File: config.mk
export PLATFORM = sky130hd
export DESIGN_NAME = boardCtrlTop
export DESIGN_NICKNAME = d
export VERILOG_FILES = /design/src/logic/boardCtrlPkg.sv /design/src/logic/boardCtrlTop.sv /design/src/logic/gpioBlock.sv /design/src/logic/ledBlinker.sv /design/src/logic/regBusDecoder.sv
export SDC_FILE = /design/constraint.sdc
export NUM_CORES = 1
export LEC_CHECK = 0
export ABC_AREA = 1
export BUFFER_PORTS_ARGS = -buffer_cell sky130_fd_sc_hd__buf_2
export CORE_MARGIN = 2
export CORE_UTILIZATION = 30
export DETAILED_ROUTE_END_ITERATION = 8
export HOLD_SLACK_MARGIN = 0.1
export RECOVER_POWER = 100
export SYNTH_ARGS = -nofsm -noshare
export SYNTH_HDL_FRONTEND = slang
export SYNTH_SLANG_ARGS = --single-unit
File: constraint.sdc
create_clock -name iSCLK -period 2.5 [get_ports iSCLK]
set_clock_uncertainty 0.2 [all_clocks]
set_input_delay 0.25 -clock iSCLK [delete_from_list [all_inputs] [get_ports iSCLK]]
set_output_delay 0.25 -clock iSCLK [all_outputs]
set_load 0.005 [all_outputs]
File: src/logic/boardCtrlPkg.sv
/*
 * Board control shared definitions
 * Bus widths, block address map, register offsets and the
 * structs that carry the APB request and GPIO alternate sources
 */
package boardCtrlPkg;

  // --------------------------------------------------------------------------
  // Widths with a meaning of their own
  // --------------------------------------------------------------------------
  typedef logic [15:0] busAddrT;
  typedef logic [31:0] busDataT;
  // Address bits 9:8
  typedef logic [1:0]  blockIdxT;
  // Address bits 7:0
  typedef logic [7:0]  csrOffsT;
  typedef logic [2:0]  gpioPadT;
  typedef logic [27:0] cntT;

  // APB request minus PSEL for broadcast to every block
  typedef struct packed {
    busAddrT paddr;
    logic    pwrite;
    busDataT pwdata;
    logic    penable;
  } apbReqT;

  // Sources for the GPIO alternate functions
  typedef struct packed {
    logic pllLocked;
    logic blink;
  } altSrcT;

  // --------------------------------------------------------------------------
  // Block address map
  // --------------------------------------------------------------------------
  localparam int lpBlockNum   = 4;
  localparam int lpGpioBlock  = 0;
  localparam int lpBlinkBlock = 1;

  // GPIO registers
  localparam csrOffsT lpGpioOutOffs = 8'h00;
  localparam csrOffsT lpGpioDirOffs = 8'h04;
  localparam csrOffsT lpGpioAltOffs = 8'h08;
  localparam csrOffsT lpGpioInOffs  = 8'h0C;

  // Blinker registers
  localparam csrOffsT lpBlinkHalfOffs  = 8'h00;
  localparam csrOffsT lpBlinkCtrlOffs  = 8'h04;
  localparam csrOffsT lpBlinkStateOffs = 8'h08;

endpackage

File: src/logic/boardCtrlTop.sv
/*
 * Board control top level
 * APB slave port decoded onto the GPIO block and the LED blinker
 */
module boardCtrlTop
  import boardCtrlPkg::*;
#(
  parameter cntT pHalfPeriodDefault = 24999999
)
(
  input  logic    iSCLK,
  input  logic    qnARST,
  input  logic    psel,
  input  apbReqT  apbReq,
  output busDataT prdata,
  output logic    pslverr,
  input  logic    pllLocked,
  input  gpioPadT gpioIn,
  output gpioPadT gpioOut,
  output gpioPadT gpioOe
);

  logic    wBlkSel [lpBlockNum];
  busDataT wBlkRd [lpBlockNum];
  logic    wBlink;
  altSrcT  wAltSrc;

  // Slots 2 and 3 have no block behind them
  assign wBlkRd[2] = '0;
  assign wBlkRd[3] = '0;

  assign wAltSrc.pllLocked = pllLocked;
  assign wAltSrc.blink     = wBlink;

  regBusDecoder i_regBusDecoder (
    .iSCLK(iSCLK),     .qnARST(qnARST),
    .psel(psel),       .apbReq(apbReq),
    .blkSel(wBlkSel),  .blkRd(wBlkRd),
    .prdata(prdata),   .pslverr(pslverr)
  );

  gpioBlock i_gpioBlock (
    .iSCLK(iSCLK),     .qnARST(qnARST),
    .sel(wBlkSel[lpGpioBlock]),
    .apbReq(apbReq),
    .rdData(wBlkRd[lpGpioBlock]),
    .altSrc(wAltSrc),
    .gpioIn(gpioIn),   .gpioOut(gpioOut),
    .gpioOe(gpioOe)
  );

  ledBlinker #(
    .pHalfPeriodDefault(pHalfPeriodDefault)
  ) i_ledBlinker (
    .iSCLK(iSCLK),     .qnARST(qnARST),
    .sel(wBlkSel[lpBlinkBlock]),
    .apbReq(apbReq),
    .rdData(wBlkRd[lpBlinkBlock]),
    .blink(wBlink)
  );

endmodule

File: src/logic/gpioBlock.sv
/*
 * GPIO block
 * Output data, direction and alternate-enable registers for three pins,
 * a synchronised input register and the per-pin alternate output mux
 * Pin 0 alternate source is PLL lock, pin 2 is the heartbeat LED
 */
module gpioBlock
  import boardCtrlPkg::*;
(
  input  logic    iSCLK,
  input  logic    qnARST,
  input  logic    sel,
  input  apbReqT  apbReq,
  output busDataT rdData,
  input  altSrcT  altSrc,
  input  gpioPadT gpioIn,
  output gpioPadT gpioOut,
  output gpioPadT gpioOe
);

  // Pin 1 has no alternate source
  localparam gpioPadT lpAltMask = 3'b101;

  csrOffsT wOffs;
  logic    wWr;
  gpioPadT wAltVal;
  gpioPadT rOut;
  gpioPadT rDir;
  gpioPadT rAlt;
  gpioPadT rSync;
  gpioPadT rIn;

  assign wOffs = apbReq.paddr[7:0];
  // Write lands on the edge that ends the enable phase
  assign wWr   = sel && apbReq.penable && apbReq.pwrite;

  // --------------------------------------------------------------------------
  // Control registers
  // --------------------------------------------------------------------------
  always_ff @(posedge iSCLK or negedge qnARST)
  begin
    if (!qnARST)
    begin
      rOut <= '0;
      rDir <= '0;
      rAlt <= '0;
    end
    else if (wWr)
    begin
      case (wOffs)
        lpGpioOutOffs: rOut <= apbReq.pwdata[2:0];
        lpGpioDirOffs: rDir <= apbReq.pwdata[2:0];
        lpGpioAltOffs: rAlt <= apbReq.pwdata[2:0] & lpAltMask;
        default: ;
      endcase
    end
  end

  // Two-flop synchroniser whose second stage is the input register
  always_ff @(posedge iSCLK or negedge qnARST)
  begin
    if (!qnARST)
    begin
      rSync <= '0;
      rIn   <= '0;
    end
    else
    begin
      rSync <= gpioIn;
      rIn   <= rSync;
    end
  end

  // --------------------------------------------------------------------------
  // Read mux
  // --------------------------------------------------------------------------
  always_comb
  begin
    case (wOffs)
      lpGpioOutOffs: rdData = busDataT'(rOut);
      lpGpioDirOffs: rdData = busDataT'(rDir);
      lpGpioAltOffs: rdData = busDataT'(rAlt);
      lpGpioInOffs:  rdData = busDataT'(rIn);
      default:       rdData = '0;
    endcase
  end

  // --------------------------------------------------------------------------
  // Pin drive
  // --------------------------------------------------------------------------
  assign wAltVal = {altSrc.blink, 1'b0, altSrc.pllLocked};
  assign gpioOut = (rAlt & wAltVal) | (~rAlt & rOut);
  assign gpioOe  = rDir;

  // Input offset is read only and aliases nothing
  assert property (@(posedge iSCLK) disable iff (!qnARST)
    (wWr && wOffs == lpGpioInOffs) |=> $stable({rOut, rDir, rAlt}))
  else
    $error("write to GPIO input offset changed a register");

endmodule

File: src/logic/ledBlinker.sv
/*
 * Heartbeat LED blinker
 * Counts up to a programmable half period and inverts the blink
 * level each time it wraps, with enable and state registers
 */
module ledBlinker
  import boardCtrlPkg::*;
#(
  parameter cntT pHalfPeriodDefault = 24999999
)
(
  input  logic    iSCLK,
  input  logic    qnARST,
  input  logic    sel,
  input  apbReqT  apbReq,
  output busDataT rdData,
  output logic    blink
);

  csrOffsT wOffs;
  logic    wWr;
  logic    wCfgWr;
  cntT     rHalf;
  cntT     rCnt;
  logic    rEn;
  logic    rBlink;

  assign wOffs  = apbReq.paddr[7:0];
  assign wWr    = sel && apbReq.penable && apbReq.pwrite;
  // Any change of setup restarts the count
  assign wCfgWr = wWr && (wOffs == lpBlinkHalfOffs || wOffs == lpBlinkCtrlOffs);

  always_ff @(posedge iSCLK or negedge qnARST)
  begin
    if (!qnARST)
    begin
      rHalf <= pHalfPeriodDefault;
      rEn   <= 1'b1;
    end
    else if (wWr)
    begin
      if (wOffs == lpBlinkHalfOffs)
        rHalf <= apbReq.pwdata[27:0];
      if (wOffs == lpBlinkCtrlOffs)
        rEn <= apbReq.pwdata[0];
    end
  end

  // --------------------------------------------------------------------------
  // Counter and toggle
  // --------------------------------------------------------------------------
  always_ff @(posedge iSCLK or negedge qnARST)
  begin
    if (!qnARST)
    begin
      rCnt   <= '0;
      rBlink <= 1'b0;
    end
    else if (!rEn)
    begin
      rCnt   <= '0;
      rBlink <= 1'b0;
    end
    else if (wCfgWr)
      rCnt <= '0;
    else if (rCnt == rHalf)
    begin
      rCnt   <= '0;
      rBlink <= ~rBlink;
    end
    else
      rCnt <= rCnt + 1'b1;
  end

  always_comb
  begin
    case (wOffs)
      lpBlinkHalfOffs:  rdData = busDataT'(rHalf);
      lpBlinkCtrlOffs:  rdData = busDataT'(rEn);
      lpBlinkStateOffs: rdData = busDataT'(rBlink);
      default:          rdData = '0;
    endcase
  end

  assign blink = rBlink;

  // A shorter half period written mid count must not strand the counter
  assert property (@(posedge iSCLK) disable iff (!qnARST)
    rEn |-> (rCnt <= rHalf))
  else
    $error("blinker counter above half period");

endmodule

File: src/logic/regBusDecoder.sv
/*
 * Register bus decoder
 * Splits the APB address into a block index and an offset,
 * raises one select per block slot, muxes the read data back
 * and flags accesses that hit no mapped block
 */
module regBusDecoder
  import boardCtrlPkg::*;
(
  input  logic    iSCLK,
  input  logic    qnARST,
  input  logic    psel,
  input  apbReqT  apbReq,
  output logic    blkSel [lpBlockNum],
  input  busDataT blkRd [lpBlockNum],
  output busDataT prdata,
  output logic    pslverr
);

  blockIdxT wIdx;
  logic     wInRange;
  logic     wMapped;

  // --------------------------------------------------------------------------
  // Address split
  // --------------------------------------------------------------------------
  assign wIdx     = apbReq.paddr[9:8];
  // Bits above the block field must be clear
  assign wInRange = (apbReq.paddr[15:10] == '0);
  assign wMapped  = wInRange &&
                    ((wIdx == blockIdxT'(lpGpioBlock)) ||
                     (wIdx == blockIdxT'(lpBlinkBlock)));

  // One select per slot
  always_comb
  begin
    for (int i = 0; i < lpBlockNum; i++)
    begin
      blkSel[i] = psel && wInRange && (wIdx == blockIdxT'(i));
    end
  end

  // --------------------------------------------------------------------------
  // Read data and error
  // --------------------------------------------------------------------------
  // Unmapped slots read zero
  assign prdata  = (psel && wMapped) ? blkRd[wIdx] : '0;
  assign pslverr = psel && apbReq.penable && !wMapped;

  // Protocol checks on the incoming bus
  assert property (@(posedge iSCLK) disable iff (!qnARST)
    apbReq.penable |-> psel)
  else
    $error("penable high without psel");

  // Setup is always followed by enable with the same address
  assert property (@(posedge iSCLK) disable iff (!qnARST)
    (psel && !apbReq.penable) |=> (psel && apbReq.penable && $stable(apbReq.paddr)))
  else
    $error("paddr not held from setup to enable");

endmodule

[Yosys cells after proc, flatten, opt, wreduce, memory -nomap -nowiden]
Cells that the tools add are included.
Word-level totals
  register bits: 72
  input port bits: 57
  output and inout port bits: 39
  word-level logic and storage cells: 60
Operators by class
  $add $sub $neg: 1
  $lt $le $gt $ge: 1
  equal/unequal tests: 7
  mux-type cells: 12
  bitwise gates (word level): 6
  reductions and logical operators: 24
Operator list (count)
  32-bit two-way mux: 3
  28-bit two-way mux: 3
  28-bit one-hot mux with 3 select lines: 1
  32-bit binary-select mux with 2-bit select: 1
  28-bit by 1-bit adder with 28-bit output (second input constant): 1
  28-bit equality test: 1
  8-bit by 4-bit equality test with 1-bit output (second input constant): 2
  1-bit logical AND: 12
  3-bit one-hot mux with 4 select lines: 1
  2-bit AND reduction: 6
  8-bit by 3-bit equality test with 1-bit output (second input constant): 1
  8-bit logical NOT: 1
  3-bit bitwise AND: 2
  6-bit logical NOT: 1
  2-bit != test (second input constant): 2
  3-bit greater-or-equal comparator (second input constant): 1
  1-bit two-way mux: 3
  2-bit NOT with 3-bit output: 1
  3-bit NOT: 1
  3-bit bitwise OR: 1
  2-bit by 1-bit equality test with 1-bit output (second input constant): 1
  2-bit logical NOT: 1
  1-bit logical OR: 2
  1-bit logical NOT: 1
  1-bit NOT: 1

[Logic depth before layout (Yosys ltp)]
  depth in word-level cells: 8
  mapped depth: 12

[By module]
From an unflattened synthesis, not the netlist that was laid out.
Unflattened totals
  cells, all modules: 922
  area total of the unflattened synthesis: 5835.6 sq um
Modules (own cells, without submodules)
  ledBlinker: times used 1, cells an instance 504, area each 3535.9 sq um, seq. area each 1473.9 sq um
  regBusDecoder: times used 1, cells an instance 296, area each 1312.5 sq um, seq. area each 0.0 sq um
  gpioBlock: times used 1, cells an instance 121, area each 983.4 sq um, seq. area each 350.3 sq um
  boardCtrlTop: times used 1, cells an instance 1, area each 3.8 sq um, seq. area each 0.0 sq um

[Worst setup path before layout]
No wires, ideal clock.
  path type: input to output
  start: input apbReq[41] (netlist name)
  end: output prdata[17]
  data arrival time: 1.283 ns
  data required time: 2.050 ns
  slack: 0.767 ns
  cell stages on the path: 9
  path buffers: 2
  cell sequence: nor2_1 -> nand3_1 -> inv_2 -> nand3_2 -> nor2_2 -> buf_6 -> nand2_4 -> buf_4 -> nor2_1
On the way
  longest elaborated chain between the ends: 6
RTL lines
  from (decl): line boardCtrlTop.sv:14  | input apbReqT apbReq,
  8-bit by 4-bit equality test with 1-bit output, or another cell as far along: line ledBlinker.sv:77  | case (wOffs)
  28-bit one-hot mux with 3 select lines *: line ledBlinker.sv:77
  32-bit binary-select mux with 2-bit select *: line regBusDecoder.sv:47  | assign prdata = (psel && wMapped) ? blkRd[wIdx] : '0;
  32-bit two-way mux (implied by the code) * (2 in series): line regBusDecoder.sv:47
  32-bit two-way mux *: line regBusDecoder.sv:47
  to (decl): line boardCtrlTop.sv:15  | output busDataT prdata,
Mark *: on every way between the ends. The rest lies on a longest branch, timed or not. The select of a mux whose other input is x is not followed.

[Worst setup path after layout]
  start: input apbReq[41] (netlist name)
  end: output prdata[2]
On the way
  longest elaborated chain between the ends: 6
RTL lines
  8-bit by 4-bit equality test with 1-bit output, or another cell as far along: line gpioBlock.sv:79  | case (wOffs)
  3-bit one-hot mux with 4 select lines / 28-bit one-hot mux with 3 select lines (equally long branches): line gpioBlock.sv:79, ledBlinker.sv:77
  32-bit binary-select mux with 2-bit select *: line regBusDecoder.sv:47
  32-bit two-way mux (implied by the code) * (2 in series): line regBusDecoder.sv:47
  32-bit two-way mux *: line regBusDecoder.sv:47
Marks and branches as above.

==> impl_metrics.ini <==
[drt]
drt-pass1-iter-count = 4
drt-initial-drc-count = 158
routed_wl_um = 11920
final_antenna_net_count = 0
wl_met2_um = 5258
met1_length_um = 5817
top_layer = met4
dr_wl_met3_um = 627
via_count = 4164
via_per_inst = 4.444
post-route-drc-count = 0
wl_per_cell_um = 12.72

[layout]
antenna_cells = 0
area_growth_pct = 27.22
fin_nets = 806
drive_above_1_share = 0.1726

[timing]
tightest_slew_ns = 1.335
fin_crit_sh = 0.8796
max_freq_mhz = 454.7
tns_ns = 0
setup_viol = 0
hold_viol = 0
slew_violations = 0
hold_ws_ns = 0.1513
rsz0062_at_grt = no
period_needed_ns = 2.199
relSlewSlack = 0.1099

[floorplan]
start_util = 0.3033
num_rows = 44
die_y_um = 124.5
die-area_um2 = 15510
pin_count = 96
die_x_um = 124.5
core_area_um2 = 14370

[synth]
yosys.area.top_type_share = 0.3101
synth.area.top_cells = dfrtp_1, nand2_1, dfstp_2
ys_warn_count = 0
synth_cells = 627
synth_cell_type_count = 34
synth_top_area_cell = dfrtp_1
syn_avg_cell_area_um2 = 6.950
ys_ff_latch = 72
syn_area_um2 = 4358
synth_edf_count = 0
synthArstFlopShare = 1.000
synth-main-ff-cell = dfrtp_1
seq_area_frac_synth = 0.4186

[place]
gp_congestion = 0.9431
portBuffers = 87
dp_hpwl_um = 8959

[clocking]
cts.htree.levels = 3
numCtsBuffers = 9
root_buffer = clkbuf_16
clock_sinks = 72
cts_max_path_buffers = 2
cts_tree = yes
cts.clk_slew.worst_paths_ns = 0.06
clk_latency_ns = 0.35

[power_and_ir_drop]
p_per_area_nw_per_um2 = 486.9
p_leak_uw = 0.002656
ir_worst_vdd_v = 0.0003766

[worst_setup_path]
cp_max_fo = 9
startpoint_type = primary input
r2r_start = i_ledBlinker.rHalf[18]$_DFFE_PN1P_
critical_path_arrival_ns = 1.75
path_class = primary input to output pin
crit_path_start = apbReq[41]
worstPathRequired_ns = 2.05
cp-end-kind = output pin

[job]
drv_cap = 0

[min_path]
hold_class = flip-flop to flip-flop
worstHoldStart = i_gpioBlock.rSync[2]$_DFF_PN0_

[global_routing]
grt_pass1_vias = 3980
grt_max_degree = 51
grt_overflow = 0
grt_pass1_wl_um = 19410
antenna_found_initial = 0
grt_util_all_layers = 0.1576

[run_status]
status = completed
-- layout by cell type, fill, tap and decap left out, drive strengths merged --
master       synthesis  layout
mux2                 1       1
clkinv               0       4
clkinvlp             0       1
a41oi                1       1
conb                 1       4
nor3                24      24
buf                 18      63
dfrtp               54      54
a21oi                5       5
inv                 86      86
a31oi                1       1
clkbuf               0      40
nand4               11      11
xor2                14      14
dfstp               18      18
ha                   1       1
o22ai                1       1
nand3               50      50
bufinv               0       1
o211ai               1       1
and2                 1       1
nand2              212     212
nand3b               1       1
o21ai               16      16
dlygate4sd3          0      32
nor2               100     100
nor4                 3       3
xnor2                7       7
-- timing repair --
| action | in CTS | in global routing |
|---|---|---|
| hold buffers | 32 | 0 |
| endpoints found under the hold margin | 61 | 0 |
| setup buffers | 0 | 0 |
| gates resized for setup | 0 | 0 |
-- cell type report --
type | count | area (um^2)
repair buffers | 125 | 779.5
fillers | 1530 | 8825
clock buffers | 10 | 239.0
multi-input cells | 454 | 2079
inverters | 86 | 322.8
flip-flops and latches | 72 | 1824
well taps | 184 | 230.2
clock inverters | 6 | 68.82
-- worst max-delay path, stage by stage --
cell and delay [ns]:
buf_2 0.10, nor2_1 0.09, nand3_1 0.15, inv_2 0.18, nand3_2 0.11, nor2_1 0.27, buf_4 0.24, nand2_1 0.07
a21oi_1 0.17, clkbuf_1 0.13
-- stage by stage --
stage	util	power, uW	area (um^2)	instances	setup WS (ns)
2_1_floorplan	-	1284	4369	630	0.7670
3_3_place_gp	0.3452	1367	4960	889	0.3481
3_5_place_dp	0.3452	1366	4960	889	0.3708
4_1_cts	0.3889	2746	5588	937	0.3645
5_1_grt	0.3858	2811	5544	937	0.1072
6_report	0.3858	2700	5544	937	0.3010
-- cells by family after synthesis --
group | synth area share
and+or+nand+nor | 0.3971
buffers and inverters | 0.1051
DFF | 0.4186
AOI/OAI and AO/OA | 0.03072
xor gates and xnor gates | 0.04221
adders and majority gates | 0.002871
other | 0.0008605
muxes | 0.002584
-- worst paths after layout --
kind | endpoint | slack (ns) | cells after the start
worst max-delay path | prdata[2] | 0.30 | 10
worst min-delay path | i_gpioBlock.rIn[2]$_DFF_PN0_ | 0.15 | 0
worst max register to register | i_ledBlinker.rCnt[3]$_DFF_PN0_ | 0.42 | 11
worst min register to register | i_gpioBlock.rIn[2]$_DFF_PN0_ | 0.15 | 0
max in group asynchronous | i_ledBlinker.rHalf[22]$_DFFE_PN1P_ | 0.46 | 3
min in group asynchronous | i_ledBlinker.rCnt[14]$_DFF_PN0_ | 0.53 | 2
-- power by group --
group | internal, uW | switching (uW) | total [uW]
registers | 1180 | 10.8 | 1190
logic | 82.8 | 101 | 183
clock network | 802 | 522 | 1320
total | 2070 | 633 | 2700
-- cell usage after synthesis (2+ instances only) --
| cell type | count |
|---|---|
| a21oi_1 | 5 |
| buf_2 | 6 |
| buf_4 | 8 |
| buf_6 | 4 |
| dfrtp_1 | 54 |
| dfstp_2 | 18 |
| inv_1 | 82 |
| inv_2 | 4 |
| nand2_1 | 206 |
| nand2_2 | 4 |
| nand2_4 | 2 |
| nand3_1 | 47 |
| nand3_2 | 2 |
| nand4_1 | 11 |
| nor2_1 | 90 |
| nor2_2 | 8 |
| nor2_4 | 2 |
| nor3_1 | 23 |
| nor4_1 | 3 |
| o21ai_0 | 15 |
| xnor2_1 | 7 |
| xor2_1 | 14 |
-- registers in the layout, summed over array words and instances (netlist names) --
| register | count |
|---|---|
| i_ledBlinker.blink | 1 |
| i_gpioBlock.rOut | 3 |
| i_gpioBlock.rIn | 3 |
| i_gpioBlock.gpioOe | 3 |
| i_ledBlinker.rEn | 1 |
| i_ledBlinker.rCnt | 28 |
| i_gpioBlock.rAlt | 2 |
| i_gpioBlock.rSync | 3 |
| i_ledBlinker.rHalf | 28 |
-- per-layer routing --
metal	track usage	vias up
met2	0.2472	107
met5	0	-
met3	0.04210	17
met4	0.05354	0
li1	-	2169
met1	0.2106	1871
Note: power is estimated with default switching activity, not from simulation.
